==> config.mk <==
export PLATFORM = sky130hd
export DESIGN_NAME = video_out_top
export DESIGN_NICKNAME = d
export VERILOG_FILES = /design/src/hw/video_pkg.sv /design/src/hw/video_mode_select.sv /design/src/hw/pixel_ingress.sv /design/src/hw/pixel_fifo.sv /design/src/hw/raster_scan.sv /design/src/hw/video_out_top.sv
export SDC_FILE = /design/constraint.sdc
export NUM_CORES = 2
export LEC_CHECK = 0
export CAP_MARGIN = 20
export CORE_UTILIZATION = 42
export CTS_BUF_LIST = sky130_fd_sc_hd__clkbuf_4
export DETAILED_ROUTE_END_ITERATION = 8
export DONT_BUFFER_PORTS = 1
export GPL_ROUTABILITY_DRIVEN = 0
export HOLD_SLACK_MARGIN = 0.1
export SLEW_MARGIN = 20
export SYNTH_ARGS = -nofsm -noshare
export SYNTH_HDL_FRONTEND = slang
export SYNTH_SLANG_ARGS = --single-unit
==> constraint.sdc <==
create_clock -name clk50m_bufg -period 6.5 [get_ports clk50m_bufg]
set_clock_uncertainty 0.05 [all_clocks]
set_input_delay 0.65 -clock clk50m_bufg [delete_from_list [all_inputs] [get_ports clk50m_bufg]]
set_output_delay 0.65 -clock clk50m_bufg [all_outputs]
set_load 0.03 [all_outputs]
==> src/hw/video_pkg.sv <==
package video_pkg;

	localparam int CNT_W      = 11;                  // Raster counts and timing values
	localparam int COLOR_W    = 8;                   // One color channel
	localparam int FIFO_DEPTH = 64;                  // Pixel words, power of two
	localparam int FIFO_AW    = $clog2(FIFO_DEPTH);  // FIFO pointer width

	// Switch codes
	localparam logic [3:0] MODE_VGA    = 4'b0000;
	localparam logic [3:0] MODE_SVGA   = 4'b0001;
	localparam logic [3:0] MODE_HD720  = 4'b0010;  // Also the fallback
	localparam logic [3:0] MODE_XGA    = 4'b0011;
	localparam logic [3:0] MODE_SXGA   = 4'b1000;
	localparam logic [3:0] MODE_CAMERA = 4'b1001;

	////////////////////
	// Mode table
	// Live, front porch, sync, back porch
	////////////////////

	// 640x480
	localparam logic [CNT_W-1:0] H_LIVE_VGA = 11'd640;
	localparam logic [CNT_W-1:0] H_FP_VGA   = 11'd16;
	localparam logic [CNT_W-1:0] H_SW_VGA   = 11'd96;
	localparam logic [CNT_W-1:0] H_BP_VGA   = 11'd48;
	localparam logic [CNT_W-1:0] V_LIVE_VGA = 11'd480;
	localparam logic [CNT_W-1:0] V_FP_VGA   = 11'd11;
	localparam logic [CNT_W-1:0] V_SW_VGA   = 11'd2;
	localparam logic [CNT_W-1:0] V_BP_VGA   = 11'd31;
	localparam logic             POL_VGA    = 1'b1;  // Negative syncs

	// 800x600
	localparam logic [CNT_W-1:0] H_LIVE_SVGA = 11'd800;
	localparam logic [CNT_W-1:0] H_FP_SVGA   = 11'd40;
	localparam logic [CNT_W-1:0] H_SW_SVGA   = 11'd128;
	localparam logic [CNT_W-1:0] H_BP_SVGA   = 11'd88;
	localparam logic [CNT_W-1:0] V_LIVE_SVGA = 11'd600;
	localparam logic [CNT_W-1:0] V_FP_SVGA   = 11'd1;
	localparam logic [CNT_W-1:0] V_SW_SVGA   = 11'd4;
	localparam logic [CNT_W-1:0] V_BP_SVGA   = 11'd23;
	localparam logic             POL_SVGA    = 1'b0;

	// 1024x768
	localparam logic [CNT_W-1:0] H_LIVE_XGA = 11'd1024;
	localparam logic [CNT_W-1:0] H_FP_XGA   = 11'd24;
	localparam logic [CNT_W-1:0] H_SW_XGA   = 11'd136;
	localparam logic [CNT_W-1:0] H_BP_XGA   = 11'd160;
	localparam logic [CNT_W-1:0] V_LIVE_XGA = 11'd768;
	localparam logic [CNT_W-1:0] V_FP_XGA   = 11'd3;
	localparam logic [CNT_W-1:0] V_SW_XGA   = 11'd6;
	localparam logic [CNT_W-1:0] V_BP_XGA   = 11'd29;
	localparam logic             POL_XGA    = 1'b1;  // Negative syncs

	// 1280x720
	localparam logic [CNT_W-1:0] H_LIVE_HD720 = 11'd1280;
	localparam logic [CNT_W-1:0] H_FP_HD720   = 11'd110;
	localparam logic [CNT_W-1:0] H_SW_HD720   = 11'd40;
	localparam logic [CNT_W-1:0] H_BP_HD720   = 11'd220;
	localparam logic [CNT_W-1:0] V_LIVE_HD720 = 11'd720;
	localparam logic [CNT_W-1:0] V_FP_HD720   = 11'd5;
	localparam logic [CNT_W-1:0] V_SW_HD720   = 11'd5;
	localparam logic [CNT_W-1:0] V_BP_HD720   = 11'd20;
	localparam logic             POL_HD720    = 1'b0;

	// 1280x1024
	localparam logic [CNT_W-1:0] H_LIVE_SXGA = 11'd1280;
	localparam logic [CNT_W-1:0] H_FP_SXGA   = 11'd48;
	localparam logic [CNT_W-1:0] H_SW_SXGA   = 11'd112;
	localparam logic [CNT_W-1:0] H_BP_SXGA   = 11'd248;
	localparam logic [CNT_W-1:0] V_LIVE_SXGA = 11'd1024;
	localparam logic [CNT_W-1:0] V_FP_SXGA   = 11'd1;
	localparam logic [CNT_W-1:0] V_SW_SXGA   = 11'd3;
	localparam logic [CNT_W-1:0] V_BP_SXGA   = 11'd38;
	localparam logic             POL_SXGA    = 1'b0;

	// Camera, 720 lines with a narrower sync
	localparam logic [CNT_W-1:0] H_LIVE_CAMERA = 11'd1280;
	localparam logic [CNT_W-1:0] H_FP_CAMERA   = 11'd110;
	localparam logic [CNT_W-1:0] H_SW_CAMERA   = 11'd39;
	localparam logic [CNT_W-1:0] H_BP_CAMERA   = 11'd220;
	localparam logic [CNT_W-1:0] V_LIVE_CAMERA = 11'd720;
	localparam logic [CNT_W-1:0] V_FP_CAMERA   = 11'd4;
	localparam logic [CNT_W-1:0] V_SW_CAMERA   = 11'd4;
	localparam logic [CNT_W-1:0] V_BP_CAMERA   = 11'd22;
	localparam logic             POL_CAMERA    = 1'b0;

	////////////////////
	// Shared types
	////////////////////

	typedef struct packed {
		logic [COLOR_W-1:0] red;
		logic [COLOR_W-1:0] green;
		logic [COLOR_W-1:0] blue;
	} pixel_t;

	// End-of-interval counts, each one less than the running sum
	typedef struct packed {
		logic [CNT_W-1:0] h_sblnk;  // Last live pixel
		logic [CNT_W-1:0] h_ssync;
		logic [CNT_W-1:0] h_esync;
		logic [CNT_W-1:0] h_eblnk;  // Last pixel of the line
		logic [CNT_W-1:0] v_sblnk;
		logic [CNT_W-1:0] v_ssync;
		logic [CNT_W-1:0] v_esync;
		logic [CNT_W-1:0] v_eblnk;
		logic             polarity;  // 1 = negative sync
	} timing_cfg_t;

	typedef struct packed {
		logic hsync;
		logic vsync;
		logic de;
	} video_sync_t;

endpackage

==> src/hw/video_mode_select.sv <==
`timescale 1ns/1ps

module video_mode_select
	import video_pkg::*;
(
	input  logic        clk50m_bufg,
	input  logic        RSTBTN,
	input  logic [3:0]  mode_sw,     // Raw switches
	output timing_cfg_t timing_cfg,
	output logic        restart      // One clock after a code change
);

	logic [3:0] sw_meta;  // First synchronizer stage
	logic [3:0] sw_sync;  // Second stage
	logic [3:0] code_q;   // Code in use
	logic [3:0] code_d;   // Code one clock back

	// Running sums of the four intervals minus one
	function automatic timing_cfg_t build_cfg(
		input logic [CNT_W-1:0] h_live,
		input logic [CNT_W-1:0] h_fp,
		input logic [CNT_W-1:0] h_sw,
		input logic [CNT_W-1:0] h_bp,
		input logic [CNT_W-1:0] v_live,
		input logic [CNT_W-1:0] v_fp,
		input logic [CNT_W-1:0] v_sw,
		input logic [CNT_W-1:0] v_bp,
		input logic             pol
	);
		timing_cfg_t cfg;
		cfg.h_sblnk  = h_live - 1'b1;
		cfg.h_ssync  = cfg.h_sblnk + h_fp;
		cfg.h_esync  = cfg.h_ssync + h_sw;
		cfg.h_eblnk  = cfg.h_esync + h_bp;
		cfg.v_sblnk  = v_live - 1'b1;
		cfg.v_ssync  = cfg.v_sblnk + v_fp;
		cfg.v_esync  = cfg.v_ssync + v_sw;
		cfg.v_eblnk  = cfg.v_esync + v_bp;
		cfg.polarity = pol;
		return cfg;
	endfunction

	// Two-flop synchronizer
	always_ff @(posedge clk50m_bufg) begin
		sw_meta <= mode_sw;
		sw_sync <= sw_meta;
	end

	// Code register and change detect
	always_ff @(posedge clk50m_bufg) begin
		if (RSTBTN) begin
			code_q  <= sw_sync;  // Track the switches so syncs idle correctly
			code_d  <= sw_sync;
			restart <= 1'b0;
		end else begin
			code_q  <= sw_sync;
			code_d  <= code_q;
			restart <= (code_q != code_d);  // Pulse one clock after the change
		end
	end

	////////////////////
	// Format lookup
	////////////////////
	always_comb begin
		case (code_q)
			MODE_VGA: timing_cfg = build_cfg(H_LIVE_VGA, H_FP_VGA, H_SW_VGA, H_BP_VGA,
				V_LIVE_VGA, V_FP_VGA, V_SW_VGA, V_BP_VGA, POL_VGA);
			MODE_SVGA: timing_cfg = build_cfg(H_LIVE_SVGA, H_FP_SVGA, H_SW_SVGA, H_BP_SVGA,
				V_LIVE_SVGA, V_FP_SVGA, V_SW_SVGA, V_BP_SVGA, POL_SVGA);
			MODE_XGA: timing_cfg = build_cfg(H_LIVE_XGA, H_FP_XGA, H_SW_XGA, H_BP_XGA,
				V_LIVE_XGA, V_FP_XGA, V_SW_XGA, V_BP_XGA, POL_XGA);
			MODE_SXGA: timing_cfg = build_cfg(H_LIVE_SXGA, H_FP_SXGA, H_SW_SXGA, H_BP_SXGA,
				V_LIVE_SXGA, V_FP_SXGA, V_SW_SXGA, V_BP_SXGA, POL_SXGA);
			MODE_CAMERA: timing_cfg = build_cfg(H_LIVE_CAMERA, H_FP_CAMERA, H_SW_CAMERA,
				H_BP_CAMERA, V_LIVE_CAMERA, V_FP_CAMERA, V_SW_CAMERA, V_BP_CAMERA, POL_CAMERA);
			MODE_HD720: timing_cfg = build_cfg(H_LIVE_HD720, H_FP_HD720, H_SW_HD720,
				H_BP_HD720, V_LIVE_HD720, V_FP_HD720, V_SW_HD720, V_BP_HD720, POL_HD720);
			default: timing_cfg = build_cfg(H_LIVE_HD720, H_FP_HD720, H_SW_HD720,
				H_BP_HD720, V_LIVE_HD720, V_FP_HD720, V_SW_HD720, V_BP_HD720, POL_HD720);
		endcase
	end

endmodule

==> src/hw/pixel_ingress.sv <==
`timescale 1ns/1ps

module pixel_ingress
	import video_pkg::*;
(
	input  logic   clk50m_bufg,
	input  logic   RSTBTN,
	input  logic   pix_req,    // Source request, data stable while high
	input  pixel_t pix_data,
	output logic   pix_ack,
	input  logic   fifo_full,
	output logic   wr_en,      // One strobe per handshake
	output pixel_t wr_data
);

	// Four-phase slave
	typedef enum logic {
		ST_WAIT_REQ,   // Idle, ack low
		ST_WAIT_DROP   // Word taken, ack high until req falls
	} ingress_state_t;

	ingress_state_t state_q;

	// Write only from idle, and only with room
	assign wr_en   = (state_q == ST_WAIT_REQ) && pix_req && !fifo_full;
	assign wr_data = pix_data;  // Held stable by the source during req
	assign pix_ack = (state_q == ST_WAIT_DROP);

	always_ff @(posedge clk50m_bufg) begin
		if (RSTBTN) begin
			state_q <= ST_WAIT_REQ;
		end else begin
			case (state_q)
				ST_WAIT_REQ: begin
					if (wr_en)
						state_q <= ST_WAIT_DROP;  // Ack rises next clock
				end
				ST_WAIT_DROP: begin
					if (!pix_req)
						state_q <= ST_WAIT_REQ;   // Ack falls next clock
				end
				default: state_q <= ST_WAIT_REQ;
			endcase
		end
	end

	// Full FIFO simply stalls in ST_WAIT_REQ, word waits at the source

endmodule

==> src/hw/pixel_fifo.sv <==
`timescale 1ns/1ps

module pixel_fifo
	import video_pkg::*;
(
	input  logic   clk50m_bufg,
	input  logic   RSTBTN,
	input  logic   wr_en,
	input  pixel_t wr_data,
	input  logic   rd_en,
	output pixel_t rd_data,  // Valid one clock after rd_en
	output logic   full,
	output logic   empty
);

	pixel_t             mem [FIFO_DEPTH];
	logic [FIFO_AW-1:0] wr_ptr;
	logic [FIFO_AW-1:0] rd_ptr;
	logic [FIFO_AW:0]   count;   // One bit wider to hold FIFO_DEPTH
	logic               wr_ok;

	assign full  = (count == (FIFO_AW + 1)'(FIFO_DEPTH));
	assign empty = (count == '0);
	assign wr_ok = wr_en && !full;   // Guard against overrun

	// Storage
	always_ff @(posedge clk50m_bufg) begin
		if (wr_ok)
			mem[wr_ptr] <= wr_data;
	end

	// Registered read port
	always_ff @(posedge clk50m_bufg) begin
		if (rd_en)
			rd_data <= mem[rd_ptr];
	end

	// Pointers and occupancy
	always_ff @(posedge clk50m_bufg) begin
		if (RSTBTN) begin
			wr_ptr <= '0;
			rd_ptr <= '0;
			count  <= '0;
		end else begin
			if (wr_ok)
				wr_ptr <= wr_ptr + 1'b1;  // Wraps at the power-of-two depth
			if (rd_en)
				rd_ptr <= rd_ptr + 1'b1;
			case ({wr_ok, rd_en})
				2'b10:   count <= count + 1'b1;
				2'b01:   count <= count - 1'b1;
				default: count <= count;  // Both or neither
			endcase
		end
	end

endmodule

==> src/hw/raster_scan.sv <==
`timescale 1ns/1ps

module raster_scan
	import video_pkg::*;
(
	input  logic        clk50m_bufg,
	input  logic        RSTBTN,
	input  timing_cfg_t timing_cfg,
	input  logic        restart,     // Back to the origin
	output logic        rd_en,
	input  pixel_t      rd_data,
	input  logic        fifo_empty,
	output video_sync_t video_sync,
	output pixel_t      video_rgb,
	output logic        underflow    // Sticky
);

	logic [CNT_W-1:0] hcnt;
	logic [CNT_W-1:0] vcnt;
	logic             h_end;      // Last pixel of the line
	logic             v_end;      // Last line of the frame
	logic             active;
	logic             hsync_raw;  // Before polarity
	logic             vsync_raw;
	logic             took_q;     // A word was read for the pixel on the output

	////////////////////
	// Decode
	////////////////////
	assign h_end  = (hcnt >= timing_cfg.h_eblnk);  // >= in case the mode just shrank
	assign v_end  = (vcnt >= timing_cfg.v_eblnk);
	assign active = (hcnt <= timing_cfg.h_sblnk) && (vcnt <= timing_cfg.v_sblnk);

	// Past sync start, up to sync end
	assign hsync_raw = (hcnt > timing_cfg.h_ssync) && (hcnt <= timing_cfg.h_esync);
	assign vsync_raw = (vcnt > timing_cfg.v_ssync) && (vcnt <= timing_cfg.v_esync);

	// One word per live pixel, the only place empty is checked
	assign rd_en = active && !fifo_empty;

	////////////////////
	// Counters
	////////////////////
	always_ff @(posedge clk50m_bufg) begin
		if (RSTBTN || restart) begin
			hcnt <= '0;
			vcnt <= '0;
		end else if (h_end) begin
			hcnt <= '0;
			if (v_end)
				vcnt <= '0;            // Frame wrap
			else
				vcnt <= vcnt + 1'b1;   // Next line
		end else begin
			hcnt <= hcnt + 1'b1;       // One pixel per clock
		end
	end

	////////////////////
	// Output register
	////////////////////
	always_ff @(posedge clk50m_bufg) begin
		if (RSTBTN) begin
			video_sync.hsync <= timing_cfg.polarity;  // Inactive level
			video_sync.vsync <= timing_cfg.polarity;
			video_sync.de    <= 1'b0;
			took_q           <= 1'b0;
			underflow        <= 1'b0;
		end else begin
			video_sync.hsync <= hsync_raw ^ timing_cfg.polarity;
			video_sync.vsync <= vsync_raw ^ timing_cfg.polarity;
			video_sync.de    <= active;
			took_q           <= rd_en;
			if (restart)
				underflow <= 1'b0;
			else if (active && fifo_empty)
				underflow <= 1'b1;  // Live pixel with nothing to show
		end
	end

	// FIFO read port is the pixel register, black when nothing was read
	assign video_rgb = took_q ? rd_data : '0;

endmodule

==> src/hw/video_out_top.sv <==
`timescale 1ns/1ps

module video_out_top
	import video_pkg::*;
(
	input  logic        clk50m_bufg,
	input  logic        RSTBTN,
	input  logic [3:0]  mode_sw,
	input  logic        pix_req,
	input  pixel_t      pix_data,
	output logic        pix_ack,
	output video_sync_t video_sync,
	output pixel_t      video_rgb,
	output logic        underflow
);

	timing_cfg_t timing_cfg;
	logic        restart;
	logic        wr_en;
	pixel_t      wr_data;
	logic        fifo_full;
	logic        rd_en;
	pixel_t      rd_data;
	logic        fifo_empty;

	// Switches to timing
	video_mode_select u_mode_select (
		.clk50m_bufg (clk50m_bufg),
		.RSTBTN      (RSTBTN),
		.mode_sw     (mode_sw),
		.timing_cfg  (timing_cfg),
		.restart     (restart)
	);

	// Handshake to FIFO writes
	pixel_ingress u_ingress (
		.clk50m_bufg (clk50m_bufg),
		.RSTBTN      (RSTBTN),
		.pix_req     (pix_req),
		.pix_data    (pix_data),
		.pix_ack     (pix_ack),
		.fifo_full   (fifo_full),
		.wr_en       (wr_en),
		.wr_data     (wr_data)
	);

	pixel_fifo u_fifo (
		.clk50m_bufg (clk50m_bufg),
		.RSTBTN      (RSTBTN),
		.wr_en       (wr_en),
		.wr_data     (wr_data),
		.rd_en       (rd_en),
		.rd_data     (rd_data),
		.full        (fifo_full),
		.empty       (fifo_empty)
	);

	// Raster and pixel output
	raster_scan u_raster (
		.clk50m_bufg (clk50m_bufg),
		.RSTBTN      (RSTBTN),
		.timing_cfg  (timing_cfg),
		.restart     (restart),
		.rd_en       (rd_en),
		.rd_data     (rd_data),
		.fifo_empty  (fifo_empty),
		.video_sync  (video_sync),
		.video_rgb   (video_rgb),
		.underflow   (underflow)
	);

endmodule

* Word-level counts from Yosys, hierarchy flattened *
Memories as Yosys holds them, arrays and structs flattened. A register that Yosys moved wholly into a read port is not among the register bits.
Index checks and enable logic that the tools add are counted.

cells by class
  add/sub/neg operators = 6
  magnitude comparators = 8
  eq/ne operators = 8
  mux-type cells = 11
  bitwise operators = 3
  reductions and logical operators = 16

operators by type and width
  kind                   count
  $pmux 89 s5            1
  $le 11x11->1           4
  $mux 24                1
  $add 11x1->11 const B  2
  $ge 11x11->1           2
  $gt 11x11->1           2
  $pmux 7 s2             1
  $add 6x1->6 const B    2
  $mux 11                1
  $eq 4x4->1 const B     2
  $logic_and 1x1->1      8
  $add 7x1->7 const B    1
  $eq 7x7->1 const B     1
  $logic_not 7->1        1
  $sub 7x1->7 const B    1
  $eq 4x1->1 const B     1
  $eq 4x2->1 const B     1
  $logic_not 4->1        1
  $mux 1                 4
  $mux 4                 1
  $ne 4x4->1             1
  $reduce_or 2->1        2
  $mux 3                 1
  $eq 2x1->1 const B     1
  other kinds (7)        9

storage, ports and cells
  flip-flop bits (word level) = 64
  bits in writable memories = 1536
  input port bits = 31
  output and inout port bits = 29
  word-level logic and storage cells = 69
  memories kept = 1

memories
  memory      depth  bits a word  read ports  clocked after Yosys merged registers in  wr ports  line              RTL
  u_fifo.mem  64     24           1           1                                        1         pixel_fifo.sv:16  pixel_t mem [FIFO_DEPTH];

* Depth between registers and ports, before layout *
  depth after elaboration = 7
  depth in mapped cells = 21
  gate-level depth less buffers = 20

* Modules after synthesis *
A second synthesis with hierarchy kept.

unflattened totals
  cell total of the unflattened synthesis = 3506
  area, all modules = 65828.1 µm²

by module, submodules not included
  module             times used  cells an instance  area an instance (µm²)  seq. area each (µm²)
  pixel_fifo         1           2905               61059.8                 47225.3
  raster_scan        1           443                3400.8                  540.5
  video_mode_select  1           130                1141.1                  340.3
  pixel_ingress      1           28                 226.5                   20.0

* Worst setup path after synthesis *
OpenSTA, ideal clock, no wires.

  path kind = register to register
  start = register u_mode_select.code_q[0]
  end = register u_fifo.count[4]
  setup time = 71 ps
  arrival time = 4849 ps
  required time = 6379 ps
  setup slack = 1531 ps
  stages on the path, launching flop included = 18
  buffers on the path = 2
  period minus slack after synthesis = 4969 ps
  cell sequence = dfxtp_1 -> clkbuf_1 -> nor3b_1 -> nor2_1 -> ha_1 -> nand4_1 -> or3b_1 -> o211ai_1 -> o211ai_1 -> buf_2 -> inv_1 -> ha_1 -> ha_1 -> nor2b_1 -> o21a_1 -> o21ai_0 -> or3b_2 -> a21oi_1

between the ends
  cells in the longest elaborated chain, start to end = 7
  elaborated cells on any way between the ends = 14
  those cells by class = 2 x order compare; 6 x eq/ne; 2 x mux; 4 x reduce/logical

RTL lines
  element                                                 line                     RTL
  from (decl)                                             video_mode_select.sv:15  logic [3:0] code_q;
  from (signal assigned)                                  video_mode_select.sv:52  code_q <= sw_sync;
  from (signal assigned)                                  video_mode_select.sv:56  code_q <= sw_sync;
  $eq 4x4->1 (tied with other cells)                      video_mode_select.sv:66  case (code_q)
  $pmux 89 s5 (*)                                         video_mode_select.sv:66
  $le 11x11->1                                            raster_scan.sv:32        assign active = (hcnt <= timing_cfg.h_sblnk) && (vcnt <= timing_cfg.v_sblnk);
  $logic_and 1x1->1 (*)                                   raster_scan.sv:32
  $logic_and 1x1->1 (*)                                   raster_scan.sv:39        assign rd_en = active && !fifo_empty;
  named net rd_en                                         video_out_top.sv:22      logic rd_en;
  $eq 2x1->1 / $eq 2x2->1 (equally long branches)         pixel_fifo.sv:49         case ({wr_ok, rd_en})
  $pmux 7 s2 / $reduce_bool 2->1 (equally long branches)  -
  to (signal assigned)                                    pixel_fifo.sv:50         2'b10: count <= count + 1'b1;
  to (signal assigned)                                    pixel_fifo.sv:51         2'b01: count <= count - 1'b1;
  to (signal assigned)                                    pixel_fifo.sv:52         default: count <= count;
  to (decl)                                               pixel_fifo.sv:19         logic [FIFO_AW:0] count;

The timed path passes the listed nets; every way through them passes the cells marked *.
A chain may end at the register's enable or synchronous reset.

* Final worst setup path *
  start = register u_mode_select.code_q[1]
  end = register u_fifo.count[6]

Same word-level chain as after synthesis.

==> results.txt <==
----------------------------------------------------
[Routing]
  First-pass detailed-route iteration total ... 5
  Detailed Route Iter0 Violations ... 3536
  Drt via density ... 5.77
  Post-route ant nets ... 0
  Routed WL per cell ... 29.4 um
  DRC violations left ... 0
  Total wirelength of the detailed-routed design ... 174 mm
  Vias after detailed routing ... 34100

[Worst setup path]
  Max stage delay on crit path ... 0.42 ns
  Worst r2r path cells ... 20
  Required time worst endpoint ... 7.62 ns
  Family with the most delay on the worst path ... simple AND/OR/NAND/NOR gates
  Critical R2R Capture ... u_fifo.count[6]
  Cell with the largest stage delay on the worst path ... sky130_fd_sc_hd__nor2_1
  Worst-path fanout max ... 12
  Crit path top cell by count ... sky130_fd_sc_hd__nor2_1
  Reg2Reg Setup Slack ... 1.44 ns
  Arrival time worst endpoint ... 6.18 ns
  Launching element of the worst setup path ... u_mode_select.code_q[1]
  Category of the worst setup path capture point ... register
  Critical path launch point type ... register
  Number of buffer and inverter stages on the critical path ... 4
  Category of the critical setup timing path ... register to register
  List of cells traversed by the critical path ... or2_2, nor2_1, inv_1, nor2_1, ha_1, a211oi_1, nand2_1, o211ai_1, o211ai_1, buf_4, clkinv_1, ha_1, inv_1, fa_1, nor2b_1, o21a_1, o21ai_0, a211oi_1, xor2_1, nor2_1
  Startpoint of the worst register-to-register path ... u_mode_select.code_q[1]

[Synthesis]
  Post-Syn Area ... 63800 um^2
  Synthesized netlist cell count ... 3164
  Number of distinct standard cells referenced by the synthesized netlist ... 70
  Fraction of registers with async set/reset ... 0
  Post-synth EDFFs ... 1560
  Yosys synthesis warning count ... 0
  Number of synthesized register bits ... 1624
  Seq/Total Area, Yosys ... 0.754
  Leading register cell type out of synthesis ... sky130_fd_sc_hd__edfxtp_1
  Post-Syn Nets ... 3264
  Post-synthesis average cell area ... 20.2 um^2

[CTS]
  Number of buffers added by the clock tree synthesis step ... 422
  Hold bufs inserted after CTS ... 63
  Clock-pin slew on the worst setup and hold paths ... 0.06 ns
  TritonCTS clock tree ... built
  Setup Fix Bufs, Post-CTS ... 0
  Root Buffer ... sky130_fd_sc_hd__clkbuf_4
  Maximum buffer depth of the clock tree ... 4
  Gates resized, CTS repair ... 0
  Number of sinks driven by the clock tree ... 1624
  Clock latency reported for the late side of the worst-skew pair ... 1.29 ns
  Max H-tree Level ... 5

[Place]
  Worst setup timing slack at the placement stage ... 1.46 ns
  Area of placed instances ... 66600 um^2
  Total of buffers placed on input and output ports ... 0
  HPWL after detailed placement ... 97.3 mm

[STA]
  Max Slew Vio Count ... 0
  Hold Worst Slack ... 0.271 ns
  Setup repair after global routing missed its margin ... false
  Period utilization ... 0.779
  Highest clock frequency the design can meet ... 198 MHz
  TNS Setup ... 0 ns
  Worst setup slack after layout ... 1.44 ns
  Normalized max-slew margin ... 0.210
  Min Clock Period, post-route ... 5.06 ns
  Final setup violation count ... 0
  Final Hold Viols ... 0
  Measured slew at the worst slew-check pin ... 1.18 ns

[Floorplan]
  Cell Rows ... 142
  Full die area ... 154000 um^2
  Chip width ... 392 um
  Effective utilization at floorplan ... 0.425
  Placeable core region ... 150000 um^2
  Floorplan die height ... 392 um
  Count of pins on the block boundary ... 60

[Cells and area]
  Utilization after layout ... 0.484
  Layout Area Growth over Synthesis ... 13.9%
  Most common cell after layout, fill and taps aside ... sky130_fd_sc_hd__edfxtp_1
  Cell area after layout ... 72700 um^2
  Filler cells ... 12600
  Top library cells by usage in the layout, fill and taps aside ... 1560 x sky130_fd_sc_hd__edfxtp_1, 625 x sky130_fd_sc_hd__clkbuf_4, 308 x sky130_fd_sc_hd__mux4_2, 188 x sky130_fd_sc_hd__mux2i_1, 107 x sky130_fd_sc_hd__buf_4
  Final nets ... 3704
  Layout cell share with drive strength beyond 1 ... 0.308

[Global routing]
  Global-route usage over all layers ... 0.228
  Vias in the first global route ... 34500
  Initial antenna violation count ... 16
  GRT overflow ... 0
  Pin count of the biggest net entering global routing ... 93
  First-pass GRT wire length ... 248 mm

[Power]
  Worst-case vdd ir drop ... 0.000210 V
  Standby leakage power ... 23.3 nW
  Power density relative to cell area ... 343 nW/um^2

[Job]
  Number of maximum-capacitance constraint violations ... 0

[Worst hold path]
  Number of stages on the worst hold path ... 0
  Worst hold-check path type ... register to register
  Endpoint of the worst hold-timing path ... u_mode_select.sw_sync[2]
  Worst Min Path Start ... u_mode_select.sw_meta[2]

[Outcome]
  Result of the run ... completed

----------------------------------------------------
==> area by class of cell <==
class                   instances  area, um^2  share of cell area
clock inverters                73         315             0.00434
inverters                      27         101             0.00139
diodes                          9        22.5            0.000310
repair buffers                180        2060              0.0283
clock buffers                 625        4690              0.0645
multi-input cells            1349       14900               0.205
flip-flops and latches       1624       48100               0.662
well taps                    2016        2520              0.0347
==> cell families after synthesis <==
| logic type | count (synthesis) | share of synthesized area |
|---|---|---|
| AOI/OAI and AO/OA | 375 | 0.0414 |
| xor gates and xnor gates | 27 | 0.00370 |
| adders and majority gates | 69 | 0.0136 |
| buffers and inverters | 191 | 0.0174 |
| DFF | 1624 | 0.754 |
| muxes | 512 | 0.142 |
| and+or+nand+nor | 366 | 0.0276 |
==> layer usage <==
layer  up-vias  wire, um  track usage
li1      14300         -            -
met1     17800     71700        0.321
met2      1670     82000        0.352
met3       281     16000       0.0516
met4        12      4070       0.0742
met5         -        72            0
==> worst max-delay path by stage <==
stage          cells past startpoint              end
4_1_cts                           20  u_fifo.count[6]
5_1_grt                           20  u_fifo.count[6]
3_3_place_gp                      18  u_fifo.count[4]
3_5_place_dp                      20  u_fifo.count[6]
2_1_floorplan                     17  u_fifo.count[4]
6_report                          20  u_fifo.count[6]
==> sequential cells by signal, indices dropped and copies added, names as in the netlist <==
signal,cells
u_mode_select.code_q,4
u_fifo.rd_ptr,6
u_raster.video_sync,3
u_mode_select.sw_sync,4
u_mode_select.sw_meta,4
u_mode_select.code_d,4
u_raster.vcnt,11
u_fifo.rd_data,24
u_fifo.mem,1536
u_ingress.pix_ack,1
u_raster.underflow,1
u_fifo.count,7
u_mode_select.restart,1
u_raster.took_q,1
u_fifo.wr_ptr,6
u_raster.hcnt,11
==> cells in the mapped netlist (5+ instances only) <==
master / n / area (um^2)
sky130_fd_sc_hd__xnor2_1: 14 / 123
sky130_fd_sc_hd__inv_1: 27 / 101
sky130_fd_sc_hd__a2111oi_2: 6 / 90.1
sky130_fd_sc_hd__nor2b_1: 16 / 100
sky130_fd_sc_hd__o21ai_0: 30 / 150
sky130_fd_sc_hd__a211o_1: 7 / 61.3
sky130_fd_sc_hd__nand3b_1: 5 / 37.5
sky130_fd_sc_hd__a31oi_1: 9 / 56.3
sky130_fd_sc_hd__a22o_1: 22 / 193
sky130_fd_sc_hd__buf_4: 13 / 97.6
sky130_fd_sc_hd__o211ai_1: 5 / 37.5
sky130_fd_sc_hd__a21oi_1: 66 / 330
sky130_fd_sc_hd__and2_1: 28 / 175
sky130_fd_sc_hd__buf_6: 26 / 293
sky130_fd_sc_hd__edfxtp_1: 1560 / 46800
sky130_fd_sc_hd__nand2_1: 58 / 218
sky130_fd_sc_hd__mux2_2: 10 / 113
sky130_fd_sc_hd__clkbuf_1: 61 / 229
sky130_fd_sc_hd__nand4_1: 18 / 113
sky130_fd_sc_hd__a211oi_1: 51 / 383
sky130_fd_sc_hd__dfxtp_1: 64 / 1280
sky130_fd_sc_hd__mux4_2: 308 / 6940
sky130_fd_sc_hd__a22oi_1: 39 / 293
sky130_fd_sc_hd__nor2_1: 147 / 552
sky130_fd_sc_hd__buf_1: 6 / 22.5
sky130_fd_sc_hd__nor3_1: 15 / 75.1
sky130_fd_sc_hd__ha_1: 68 / 851
sky130_fd_sc_hd__a21o_1: 11 / 82.6
sky130_fd_sc_hd__buf_2: 51 / 255
sky130_fd_sc_hd__nand2b_1: 12 / 75.1
sky130_fd_sc_hd__a2111oi_0: 12 / 105
sky130_fd_sc_hd__nand3_1: 31 / 155
sky130_fd_sc_hd__buf_8: 5 / 75.1
sky130_fd_sc_hd__and3_1: 5 / 31.3
sky130_fd_sc_hd__a221oi_1: 13 / 114
sky130_fd_sc_hd__o221ai_1: 14 / 123
sky130_fd_sc_hd__or3_1: 10 / 62.6
sky130_fd_sc_hd__o22ai_1: 60 / 375
sky130_fd_sc_hd__xor2_1: 13 / 114
sky130_fd_sc_hd__mux2i_1: 188 / 1880
sky130_fd_sc_hd__mux4_1: 6 / 158
==> worst register-to-register path: cells and delay by family (launching register included) <==
family	cells	cell delay [ns]
DFF	1	0.36
adders and majority gates	3	1.06
and+or+nand+nor	6	1.45
AOI/OAI and AO/OA	6	1.22
xor gates and xnor gates	1	0.18
buffers and inverters	4	0.63
==> report_power, final <==
part	switching [W]	internal, W	total (W)
Clock	0.00398	0.00438	0.00836
Combinational	0.00270	0.00198	0.00468
Sequential	0.000210	0.0117	0.0119
==> metrics by stage <==
stage / total power, W / std cells
detailed placement: 0.0166 / 5131
global route: 0.0259 / 5902
CTS: 0.0252 / 5892
floorplan: 0.0153 / 3164
global placement: 0.0166 / 5131
finish: 0.0249 / 5903
Note: power is estimated with default switching activity, not from simulation.
